<file path="config.mk">
export PLATFORM = sky130hd
export DESIGN_NAME = hyper_cmd_top
export DESIGN_NICKNAME = d
export VERILOG_FILES = /design/src/verilog/hyper_cmd_pkg.sv /design/src/verilog/hyper_cmd_queue.sv /design/src/verilog/hyper_arbiter.sv /design/src/verilog/hyper_twd_splitter.sv /design/src/verilog/hyper_trans_fifo.sv /design/src/verilog/hyper_cmd_top.sv
export SDC_FILE = /design/constraint.sdc
export NUM_CORES = 2
export LEC_CHECK = 0
export ABC_AREA = 1
export BUFFER_PORTS_ARGS = -buffer_cell sky130_fd_sc_hd__buf_4
export CAP_MARGIN = 15
export CORE_ASPECT_RATIO = 0.5
export CORE_UTILIZATION = 50
export CTS_CLUSTER_SIZE = 20
export DETAILED_ROUTE_END_ITERATION = 8
export GPL_TIMING_DRIVEN = 0
export PLACE_DENSITY = 0.77
export SETUP_SLACK_MARGIN = 0.15
export SYNTH_ARGS = -nofsm -noshare
export SYNTH_HDL_FRONTEND = slang
export SYNTH_SLANG_ARGS = --single-unit
</file>
<file path="constraint.sdc">
create_clock -name sys_clk_i -period 7.7 [get_ports sys_clk_i]
set_clock_uncertainty 0.05 [all_clocks]
set_input_delay 1.54 -clock sys_clk_i [delete_from_list [all_inputs] [get_ports sys_clk_i]]
set_output_delay 1.54 -clock sys_clk_i [all_outputs]
set_load 0.005 [all_outputs]
</file>
<file path="src/verilog/hyper_cmd_pkg.sv">
// Sizes, register map, enums and packed structs of the HyperBus command path
`default_nettype none

package hyper_cmd_pkg;

   localparam int unsigned NB_CH          = 4;
   localparam int unsigned ID_WIDTH       = 2;
   localparam int unsigned L2_AWIDTH      = 12;
   localparam int unsigned TRANS_SIZE     = 16;
   localparam int unsigned HYPER_AWIDTH   = 32;
   localparam int unsigned CFG_AWIDTH     = 5;
   localparam int unsigned BUFFER_DEPTH   = 4;
   localparam int unsigned FIFO_PTR_WIDTH = $clog2(BUFFER_DEPTH);

   // Channel register word addresses
   typedef enum logic [CFG_AWIDTH-1:0] {
      REG_L2_ADDR    = 5'd0,
      REG_SIZE       = 5'd1,
      REG_HYPER_ADDR = 5'd2,
      REG_STRIDE     = 5'd3,
      REG_ROW_LEN    = 5'd4,
      REG_CTRL       = 5'd5,
      REG_STATUS     = 5'd6
   } cfg_reg_e;

   typedef enum logic {
      HYPER_WRITE = 1'b0,
      HYPER_READ  = 1'b1
   } rw_e;

   typedef enum logic {
      IDLE,
      EMIT
   } split_state_e;

   typedef struct packed {
      logic [CFG_AWIDTH-1:0]   addr;
      logic [31:0]             data;
      logic                    rwn;
   } cfg_req_t;

   typedef struct packed {
      logic [L2_AWIDTH-1:0]    l2_addr;
      logic [TRANS_SIZE-1:0]   size;
      logic [HYPER_AWIDTH-1:0] hyper_addr;
      logic [HYPER_AWIDTH-1:0] stride;
      logic [TRANS_SIZE-1:0]   row_len;
      rw_e                     rw;
   } channel_cmd_t;

   typedef struct packed {
      channel_cmd_t            cmd;
      logic [ID_WIDTH-1:0]     id;
   } tagged_cmd_t;

   typedef struct packed {
      logic [L2_AWIDTH-1:0]    l2_addr;
      logic [HYPER_AWIDTH-1:0] hyper_addr;
      logic [TRANS_SIZE-1:0]   size;
      rw_e                     rw;
      logic [ID_WIDTH-1:0]     id;
      logic                    last;
   } hyper_trans_t;

   typedef struct packed {
      logic                    valid;
      logic [ID_WIDTH-1:0]     id;
   } trans_done_t;

endpackage

`default_nettype wire

</file>
<file path="src/verilog/hyper_cmd_queue.sv">
// Channel register bank with command issue, busy flag and end-of-transfer event
`timescale 1ns/1ns
`default_nettype none

module hyper_cmd_queue
#(
   parameter int unsigned CH_ID = 0
)
(
   input  logic                                   sys_clk_i,
   input  logic                                   rst_n_i,

   input  hyper_cmd_pkg::cfg_req_t                cfg_req_i,
   input  logic                                   cfg_valid_i,
   output logic                                   cfg_ready_o,
   output logic [31:0]                            cfg_rdata_o,

   output hyper_cmd_pkg::channel_cmd_t            cmd_o,
   output logic                                   cmd_valid_o,
   input  logic                                   cmd_ready_i,

   input  hyper_cmd_pkg::trans_done_t             done_i,
   output logic                                   evt_eot_o,
   output logic                                   busy_o
);

   logic [hyper_cmd_pkg::L2_AWIDTH-1:0]    r_l2_addr;
   logic [hyper_cmd_pkg::TRANS_SIZE-1:0]   r_size;
   logic [hyper_cmd_pkg::HYPER_AWIDTH-1:0] r_hyper_addr;
   logic [hyper_cmd_pkg::HYPER_AWIDTH-1:0] r_stride;
   logic [hyper_cmd_pkg::TRANS_SIZE-1:0]   r_row_len;
   hyper_cmd_pkg::rw_e                     r_rw;
   hyper_cmd_pkg::channel_cmd_t            r_cmd;
   logic                                   r_cmd_valid;
   logic                                   r_busy;
   logic                                   r_eot;
   logic                                   cfg_wr;
   logic                                   start;
   logic                                   own_done;

   assign cfg_wr   = cfg_valid_i & ~cfg_req_i.rwn;
   assign start    = cfg_wr & (cfg_req_i.addr == hyper_cmd_pkg::REG_CTRL)
                     & cfg_req_i.data[0] & ~r_busy;
   assign own_done = done_i.valid & (done_i.id == CH_ID[hyper_cmd_pkg::ID_WIDTH-1:0]);

   ////////////////////
   // Register bank
   always_ff @(posedge sys_clk_i)
   begin
      if (!rst_n_i)
      begin
         r_l2_addr    <= '0;
         r_size       <= '0;
         r_hyper_addr <= '0;
         r_stride     <= '0;
         r_row_len    <= '0;
         r_rw         <= hyper_cmd_pkg::HYPER_WRITE;
      end
      else if (cfg_wr)
      begin
         case (cfg_req_i.addr)
            hyper_cmd_pkg::REG_L2_ADDR:
               r_l2_addr <= cfg_req_i.data[hyper_cmd_pkg::L2_AWIDTH-1:0];
            hyper_cmd_pkg::REG_SIZE:
               r_size <= cfg_req_i.data[hyper_cmd_pkg::TRANS_SIZE-1:0];
            hyper_cmd_pkg::REG_HYPER_ADDR:
               r_hyper_addr <= cfg_req_i.data[hyper_cmd_pkg::HYPER_AWIDTH-1:0];
            hyper_cmd_pkg::REG_STRIDE:
               r_stride <= cfg_req_i.data[hyper_cmd_pkg::HYPER_AWIDTH-1:0];
            hyper_cmd_pkg::REG_ROW_LEN:
               r_row_len <= cfg_req_i.data[hyper_cmd_pkg::TRANS_SIZE-1:0];
            hyper_cmd_pkg::REG_CTRL:
               // Direction is locked while a command runs
               if (!r_busy)
                  r_rw <= hyper_cmd_pkg::rw_e'(cfg_req_i.data[1]);
            default: ;
         endcase
      end
   end

   // Snapshot of the command at start
   always_ff @(posedge sys_clk_i)
   begin
      if (start)
      begin
         r_cmd.l2_addr    <= r_l2_addr;
         r_cmd.size       <= r_size;
         r_cmd.hyper_addr <= r_hyper_addr;
         r_cmd.stride     <= r_stride;
         r_cmd.row_len    <= r_row_len;
         r_cmd.rw         <= hyper_cmd_pkg::rw_e'(cfg_req_i.data[1]);
      end
   end

   ////////////////////
   // Issue and completion
   always_ff @(posedge sys_clk_i)
   begin
      if (!rst_n_i)
      begin
         r_cmd_valid <= 1'b0;
         r_busy      <= 1'b0;
         r_eot       <= 1'b0;
      end
      else
      begin
         r_eot <= own_done;
         if (start)
         begin
            r_cmd_valid <= 1'b1;
            r_busy      <= 1'b1;
         end
         else
         begin
            if (r_cmd_valid && cmd_ready_i)
               r_cmd_valid <= 1'b0;
            if (own_done)
               r_busy <= 1'b0;
         end
      end
   end

   always_comb
   begin
      cfg_rdata_o = '0;
      case (cfg_req_i.addr)
         hyper_cmd_pkg::REG_L2_ADDR:    cfg_rdata_o[hyper_cmd_pkg::L2_AWIDTH-1:0] = r_l2_addr;
         hyper_cmd_pkg::REG_SIZE:       cfg_rdata_o[hyper_cmd_pkg::TRANS_SIZE-1:0] = r_size;
         hyper_cmd_pkg::REG_HYPER_ADDR: cfg_rdata_o[hyper_cmd_pkg::HYPER_AWIDTH-1:0] = r_hyper_addr;
         hyper_cmd_pkg::REG_STRIDE:     cfg_rdata_o[hyper_cmd_pkg::HYPER_AWIDTH-1:0] = r_stride;
         hyper_cmd_pkg::REG_ROW_LEN:    cfg_rdata_o[hyper_cmd_pkg::TRANS_SIZE-1:0] = r_row_len;
         hyper_cmd_pkg::REG_CTRL:       cfg_rdata_o[1] = r_rw;
         hyper_cmd_pkg::REG_STATUS:     cfg_rdata_o[0] = r_busy;
         default: ;
      endcase
   end

   assign cfg_ready_o = 1'b1;
   assign cmd_o       = r_cmd;
   assign cmd_valid_o = r_cmd_valid;
   assign evt_eot_o   = r_eot;
   assign busy_o      = r_busy;

endmodule

`default_nettype wire

</file>
<file path="src/verilog/hyper_arbiter.sv">
// Round-robin arbiter over channel commands, tagging the winner with its channel id
`timescale 1ns/1ns
`default_nettype none

module hyper_arbiter
(
   input  logic                                              sys_clk_i,
   input  logic                                              rst_n_i,

   input  hyper_cmd_pkg::channel_cmd_t [hyper_cmd_pkg::NB_CH-1:0] cmd_i,
   input  logic [hyper_cmd_pkg::NB_CH-1:0]                   req_i,
   output logic [hyper_cmd_pkg::NB_CH-1:0]                   gnt_o,

   output hyper_cmd_pkg::tagged_cmd_t                        cmd_o,
   output logic                                              req_o,
   input  logic                                              gnt_i
);

   logic [hyper_cmd_pkg::ID_WIDTH-1:0] r_last;
   logic [hyper_cmd_pkg::ID_WIDTH-1:0] win_idx;
   logic                               win_found;

   // First requester after the last winner
   always_comb
   begin
      int unsigned cand;
      win_found = 1'b0;
      win_idx   = r_last;
      for (int unsigned k = 1; k <= hyper_cmd_pkg::NB_CH; k++)
      begin
         cand = (r_last + k) % hyper_cmd_pkg::NB_CH;
         if (!win_found && req_i[cand])
         begin
            win_found = 1'b1;
            win_idx   = cand[hyper_cmd_pkg::ID_WIDTH-1:0];
         end
      end
   end

   always_comb
   begin
      gnt_o = '0;
      if (win_found && gnt_i)
         gnt_o[win_idx] = 1'b1;
   end

   always_comb
   begin
      cmd_o.cmd = cmd_i[win_idx];
      cmd_o.id  = win_idx;
   end

   assign req_o = win_found;

   always_ff @(posedge sys_clk_i)
   begin
      if (!rst_n_i)
         r_last <= '1;
      else if (win_found && gnt_i)
         r_last <= win_idx;
   end

endmodule

`default_nettype wire

</file>
<file path="src/verilog/hyper_twd_splitter.sv">
// FSM that splits a two-dimensional channel command into one-dimensional transactions
`timescale 1ns/1ns
`default_nettype none

module hyper_twd_splitter
(
   input  logic                          sys_clk_i,
   input  logic                          rst_n_i,

   input  hyper_cmd_pkg::tagged_cmd_t    cmd_i,
   input  logic                          cmd_valid_i,
   output logic                          cmd_ready_o,

   output hyper_cmd_pkg::hyper_trans_t   trans_o,
   output logic                          trans_valid_o,
   input  logic                          trans_ready_i
);

   hyper_cmd_pkg::split_state_e            r_state;
   logic [hyper_cmd_pkg::HYPER_AWIDTH-1:0] r_hyper_addr;
   logic [hyper_cmd_pkg::HYPER_AWIDTH-1:0] r_stride;
   logic [hyper_cmd_pkg::L2_AWIDTH-1:0]    r_l2_addr;
   logic [hyper_cmd_pkg::TRANS_SIZE-1:0]   r_left;
   logic [hyper_cmd_pkg::TRANS_SIZE-1:0]   r_row_len;
   hyper_cmd_pkg::rw_e                     r_rw;
   logic [hyper_cmd_pkg::ID_WIDTH-1:0]     r_id;
   logic [hyper_cmd_pkg::TRANS_SIZE-1:0]   row_size;
   logic                                   last_row;
   logic                                   accept;
   logic                                   emit;

   // Zero row length means one flat transfer
   assign last_row = (r_row_len == '0) || (r_row_len >= r_left);
   assign row_size = last_row ? r_left : r_row_len;

   assign cmd_ready_o   = (r_state == hyper_cmd_pkg::IDLE);
   assign trans_valid_o = (r_state == hyper_cmd_pkg::EMIT);
   assign accept        = cmd_valid_i & cmd_ready_o;
   assign emit          = trans_valid_o & trans_ready_i;

   always_ff @(posedge sys_clk_i)
   begin
      if (!rst_n_i)
         r_state <= hyper_cmd_pkg::IDLE;
      else if (accept)
         r_state <= hyper_cmd_pkg::EMIT;
      else if (emit && last_row)
         r_state <= hyper_cmd_pkg::IDLE;
   end

   ////////////////////
   // Row walk
   always_ff @(posedge sys_clk_i)
   begin
      if (accept)
      begin
         r_hyper_addr <= cmd_i.cmd.hyper_addr;
         r_stride     <= cmd_i.cmd.stride;
         r_l2_addr    <= cmd_i.cmd.l2_addr;
         r_left       <= cmd_i.cmd.size;
         r_row_len    <= cmd_i.cmd.row_len;
         r_rw         <= cmd_i.cmd.rw;
         r_id         <= cmd_i.id;
      end
      else if (emit)
      begin
         r_hyper_addr <= r_hyper_addr + r_stride;
         r_l2_addr    <= r_l2_addr + r_row_len[hyper_cmd_pkg::L2_AWIDTH-1:0];
         r_left       <= r_left - row_size;
      end
   end

   always_comb
   begin
      trans_o.l2_addr    = r_l2_addr;
      trans_o.hyper_addr = r_hyper_addr;
      trans_o.size       = row_size;
      trans_o.rw         = r_rw;
      trans_o.id         = r_id;
      trans_o.last       = last_row;
   end

endmodule

`default_nettype wire

</file>
<file path="src/verilog/hyper_trans_fifo.sv">
// Synchronous first-word-fall-through FIFO for one-dimensional transactions
`timescale 1ns/1ns
`default_nettype none

module hyper_trans_fifo
(
   input  logic                          sys_clk_i,
   input  logic                          rst_n_i,

   input  hyper_cmd_pkg::hyper_trans_t   push_i,
   input  logic                          push_valid_i,
   output logic                          push_ready_o,

   output hyper_cmd_pkg::hyper_trans_t   pop_o,
   output logic                          pop_valid_o,
   input  logic                          pop_ready_i
);

   hyper_cmd_pkg::hyper_trans_t              mem [hyper_cmd_pkg::BUFFER_DEPTH];
   logic [hyper_cmd_pkg::FIFO_PTR_WIDTH-1:0] r_wr_ptr;
   logic [hyper_cmd_pkg::FIFO_PTR_WIDTH-1:0] r_rd_ptr;
   logic [hyper_cmd_pkg::FIFO_PTR_WIDTH:0]   r_count;
   logic                                     push;
   logic                                     pop;

   assign push_ready_o = (r_count != hyper_cmd_pkg::BUFFER_DEPTH);
   assign pop_valid_o  = (r_count != '0);
   assign push         = push_valid_i & push_ready_o;
   assign pop          = pop_valid_o & pop_ready_i;
   assign pop_o        = mem[r_rd_ptr];

   always_ff @(posedge sys_clk_i)
   begin
      if (push)
         mem[r_wr_ptr] <= push_i;
   end

   always_ff @(posedge sys_clk_i)
   begin
      if (!rst_n_i)
      begin
         r_wr_ptr <= '0;
         r_rd_ptr <= '0;
         r_count  <= '0;
      end
      else
      begin
         if (push)
            r_wr_ptr <= (r_wr_ptr == hyper_cmd_pkg::BUFFER_DEPTH - 1) ? '0 : r_wr_ptr + 1'b1;
         if (pop)
            r_rd_ptr <= (r_rd_ptr == hyper_cmd_pkg::BUFFER_DEPTH - 1) ? '0 : r_rd_ptr + 1'b1;
         // Count holds when both sides move
         if (push && !pop)
            r_count <= r_count + 1'b1;
         else if (pop && !push)
            r_count <= r_count - 1'b1;
      end
   end

endmodule

`default_nettype wire

</file>
<file path="src/verilog/hyper_cmd_top.sv">
// Top level of the HyperBus command path: channel queues, arbiter, splitter and FIFO
`timescale 1ns/1ns
`default_nettype none

module hyper_cmd_top
(
   input  logic                                        sys_clk_i,
   input  logic                                        rst_n_i,

   input  hyper_cmd_pkg::cfg_req_t                     cfg_req_i,
   input  logic [hyper_cmd_pkg::NB_CH-1:0]             cfg_valid_i,
   output logic [hyper_cmd_pkg::NB_CH-1:0]             cfg_ready_o,
   output logic [hyper_cmd_pkg::NB_CH-1:0][31:0]       cfg_rdata_o,

   output hyper_cmd_pkg::hyper_trans_t                 trans_o,
   output logic                                        trans_valid_o,
   input  logic                                        trans_ready_i,

   output logic [hyper_cmd_pkg::NB_CH-1:0]             evt_eot_o
);

   hyper_cmd_pkg::channel_cmd_t [hyper_cmd_pkg::NB_CH-1:0] ch_cmd;
   logic [hyper_cmd_pkg::NB_CH-1:0]                        ch_cmd_valid;
   logic [hyper_cmd_pkg::NB_CH-1:0]                        ch_cmd_gnt;
   hyper_cmd_pkg::tagged_cmd_t                             twd_cmd;
   logic                                                   twd_valid;
   logic                                                   twd_ready;
   hyper_cmd_pkg::hyper_trans_t                            ond_trans;
   logic                                                   ond_valid;
   logic                                                   ond_ready;
   hyper_cmd_pkg::trans_done_t                             done;

   // Last row leaving the port closes the channel command
   always_comb
   begin
      done.valid = trans_valid_o & trans_ready_i & trans_o.last;
      done.id    = trans_o.id;
   end

   for (genvar i = 0; i < hyper_cmd_pkg::NB_CH; i++)
   begin : gen_ch
      hyper_cmd_queue #(
         .CH_ID ( i )
      ) u_cmd_queue (
         .sys_clk_i   ( sys_clk_i       ),
         .rst_n_i     ( rst_n_i         ),
         .cfg_req_i   ( cfg_req_i       ),
         .cfg_valid_i ( cfg_valid_i[i]  ),
         .cfg_ready_o ( cfg_ready_o[i]  ),
         .cfg_rdata_o ( cfg_rdata_o[i]  ),
         .cmd_o       ( ch_cmd[i]       ),
         .cmd_valid_o ( ch_cmd_valid[i] ),
         .cmd_ready_i ( ch_cmd_gnt[i]   ),
         .done_i      ( done            ),
         .evt_eot_o   ( evt_eot_o[i]    ),
         .busy_o      (                 )
      );
   end

   hyper_arbiter u_arbiter (
      .sys_clk_i ( sys_clk_i    ),
      .rst_n_i   ( rst_n_i      ),
      .cmd_i     ( ch_cmd       ),
      .req_i     ( ch_cmd_valid ),
      .gnt_o     ( ch_cmd_gnt   ),
      .cmd_o     ( twd_cmd      ),
      .req_o     ( twd_valid    ),
      .gnt_i     ( twd_ready    )
   );

   hyper_twd_splitter u_splitter (
      .sys_clk_i     ( sys_clk_i ),
      .rst_n_i       ( rst_n_i   ),
      .cmd_i         ( twd_cmd   ),
      .cmd_valid_i   ( twd_valid ),
      .cmd_ready_o   ( twd_ready ),
      .trans_o       ( ond_trans ),
      .trans_valid_o ( ond_valid ),
      .trans_ready_i ( ond_ready )
   );

   hyper_trans_fifo u_trans_fifo (
      .sys_clk_i    ( sys_clk_i     ),
      .rst_n_i      ( rst_n_i       ),
      .push_i       ( ond_trans     ),
      .push_valid_i ( ond_valid     ),
      .push_ready_o ( ond_ready     ),
      .pop_o        ( trans_o       ),
      .pop_valid_o  ( trans_valid_o ),
      .pop_ready_i  ( trans_ready_i )
   );

endmodule

`default_nettype wire

</file>
==> reports/results.tsv <==
metric	value	unit
CP endpoint	cfg_rdata_o[12]	
Worst path max stage delay	0.84	ns
CP max FO	10	
H-tree Lvls	3	
DR vias/cell	6.34	
Highest Signal Layer	met5	
Synth top area share	47.1	%
synth unique cells	53	
Hold Buf Count CTS	0	
measured slew at the worst slew-check pin	1.37	ns
CP Capture Type	output port	
wl on met1	76500	microns
Most common cell on crit path	clkbuf_1	
DIE AREA	104000	sq um
Synth Cell Area	51200	sq um
Synth area leaders	edfxtp_1 (47%), dfxtp_1 (18%), nor2_1 (7.7%), o21ai_0 (6.1%), nand2_1 (5.8%)	
# port buffers	210	
Rows	82	
end of the worst register-to-register path	u_splitter.r_left[14]	
Reg power frac	43.2	%
reg-to-reg slack, setup	2.55	ns
Post-CTS Setup Bufs	0	
Yosys reg bits	1263	
status	finished clean	
max-cap violation count	0	
clock power share	30.0	%
hold slack	0.399	ns
Core Area	101000	sq um
Comb pwr share	26.8	%
startpoint types	input pin	
crit-path cells	buf_4 > nor2_1 > nand2_1 > nor3_1 > clkbuf_1 > clkbuf_1 > clkbuf_1 > nand2_1 > nand4_1 > buf_4	
NetSw	0.00647	W
fill cell count	8245	
root buf cell	clkbuf_16	
final max-slew violation count	0	
TritonRoute pass-1 iters	9	
final count of negative-setup-slack endpoints	0	
CTS tree	built	
Critical Path AT	5.08	ns
final setup TNS	0	ns
total global-route track usage	38.4	%
max_slew headroom	8.57	%
maximum VDD drop	0.213	mV
largest area contributor in the netlist	edfxtp_1	
Final Hold Vio Count	0	
Layout area overhead	14.8	%
drc violations	0	
syn avg cell area	10.2	sq um
RSZ-0062 raised after global routing	no	
period utilization	86.6	%
R2R depth	26	
Synth warnings	0	
total gr overflow	0	
critical path class	in2out	
worst hold path class	reg2reg	
Die H	228	microns
Synth Instances	5001	
Final Wtd Congestion	1.06	
hpwl dp	147000	microns
crit path max-delay cell type	clkbuf_1	
wirelength, routed	203000	microns
CTS buffer count	108	
DR WL/cell	29.9	microns
Critical path buffers and inverters	5	
clk sinks	1263	
initial antenna violation count	31	
total length of routed met3 wires	37200	microns
Clk Latency, worst-skew pair	0.74	ns
async set-reset flop share out of synthesis	0	%
most common cell in the netlist	nor2_1	
Routed Antenna Nets	0	
CTS resizes	0	
Via Count	43100	
Setup crit start	cfg_req_i[35]	
CP Depth	10	
DR WL met2	81500	microns
internal power	0.0126	W
first-pass GRT wire length	281000	microns
Clk pin slew, worst setup/hold paths	0.07	ns
Initial Util	50.8	%
fin nets	5480	
die width	454	microns
PwrDens	326	nW/um^2
I/O pin total	246	
Primary FF master, synth	edfxtp_1	
layout cells sized above 1	9.23	%
largest net degree at the start of global routing	61	
reg2reg start	u_splitter.r_row_len[7]	
Leak Pwr	23.6	nW
vias in the first global route	39100	
Detailed Route Iter0 Violations	8014	
CTS max path bufs	3	
sw frac	33.9	%
fmax	0.150	GHz
most frequent cells after synthesis	nor2_1 (1049), edfxtp_1 (803), nand2_1 (794)	
sequential area share after synthesis	65.1	%
kind of cell adding the most delay to the critical path	buffers and inverters	
fin crit period	6.67	ns
CP required	6.11	ns
Post-synth EDFFs	803	
flip-flops by register name, summed over array words and instances, names as in the netlist, 3 cells and up, named ones only:
register                         flops
u_splitter.r_row_len                16
u_splitter.r_left                   16
gen_ch.u_cmd_queue.r_stride        128
u_splitter.r_stride                 32
u_trans_fifo.r_count                 3
gen_ch.u_cmd_queue.r_l2_addr        48
gen_ch.u_cmd_queue.busy_o            4
gen_ch.u_cmd_queue.cmd_o           436
u_splitter.r_hyper_addr             32
gen_ch.u_cmd_queue.evt_eot_o         4
u_trans_fifo.mem                   256
gen_ch.u_cmd_queue.r_row_len        64
gen_ch.u_cmd_queue.r_hyper_addr    128
u_splitter.r_l2_addr                12
gen_ch.u_cmd_queue.r_rw              4
gen_ch.u_cmd_queue.r_size           64
gen_ch.u_cmd_queue.cmd_valid_o       4
layout make-up:
| type | instances | area (sq um) | area share [%] |
|---|---|---|---|
| inverters | 175 | 659 | 1.12 |
| flip-flops and latches | 1263 | 33300 | 56.7 |
| plain buffers | 331 | 1400 | 2.38 |
| clock inverters | 63 | 599 | 1.02 |
| well taps | 1344 | 1680 | 2.86 |
| diodes | 7 | 17.5 | 0.0298 |
| clock buffers | 143 | 3030 | 5.16 |
| multi-input cells | 3235 | 15900 | 27.0 |
| repair buffers | 238 | 2160 | 3.68 |
kinds of logic (layout without fill, tap and decap cells):
family,Yosys count,count (layout),share of synthesized area (%)
fa+ha+maj,83,83,2.09
xor+xnor,47,47,0.819
buf+inv,506,950,4.02
other cells,1,11,0.00733
compound gates,1068,1068,12.2
flops,1263,1263,65.1
mux,1,1,0.0220
simple gates,2032,2032,15.7
routing by layer:
layer | track usage, % | vias to the layer above
li1 | - | 18000
met1 | 52.9 | 20800
met2 | 52.1 | 3724
met3 | 18.5 | 546
met4 | 13.6 | 20
met5 | 0 | -
per-stage QoR:
step	power, W	cell area (sq um)	setup WS (ns)	cells	util [%]
final	0.0191	58700	1.03	6799	58.3
after global routing	0.0197	58700	1.04	6795	58.3
after CTS	0.0189	58700	1.26	6791	58.3
after detailed placement	0.0133	55100	1.26	6585	54.7
after global placement	0.0132	54400	-4.72	6558	54.0
after floorplan	0.0113	51200	0.188	5004	-
placed cells by master, fill, tap and decap left out, drive strengths merged, types with 9 or more instances in the layout:
master / count
xnor2: 15
inv: 178
o21ai: 644
nor2: 1053
a21o: 10
nand4: 81
edfxtp: 803
clkinv: 43
a22oi: 62
bufinv: 10
dfxtp: 460
o22ai: 63
nand3: 80
a21oi: 105
a221oi: 44
clkbuf: 393
a31oi: 9
buf: 319
xor2: 32
ha: 79
nand2: 795
nor3: 15
a22o: 106
how the worst min path moves through the flow:
stage,start,end,slack [ns],depth (start not counted)
2_1_floorplan,gen_ch[3].u_cmd_queue.r_hyper_addr[1],gen_ch[3].u_cmd_queue.cmd_o[50],0.36,0
5_1_grt,gen_ch[3].u_cmd_queue.r_hyper_addr[1],gen_ch[3].u_cmd_queue.cmd_o[50],0.41,0
3_5_place_dp,gen_ch[3].u_cmd_queue.r_hyper_addr[1],gen_ch[3].u_cmd_queue.cmd_o[50],0.38,0
4_1_cts,gen_ch[3].u_cmd_queue.r_hyper_addr[1],gen_ch[3].u_cmd_queue.cmd_o[50],0.39,0
3_3_place_gp,gen_ch[3].u_cmd_queue.r_hyper_addr[1],gen_ch[3].u_cmd_queue.cmd_o[50],0.37,0
6_report,gen_ch[3].u_cmd_queue.r_hyper_addr[1],gen_ch[3].u_cmd_queue.cmd_o[50],0.40,0
power groups by stage:
stage / Clock [W] / Combinational, W / Sequential, W
after global placement: 0 / 0.00477 / 0.00841
after global routing: 0.00595 / 0.00550 / 0.00829
after floorplan: 0 / 0.00304 / 0.00826
after CTS: 0.00569 / 0.00496 / 0.00825
final: 0.00573 / 0.00512 / 0.00827
after detailed placement: 0 / 0.00492 / 0.00840
(Power assumes the default switching activity.)
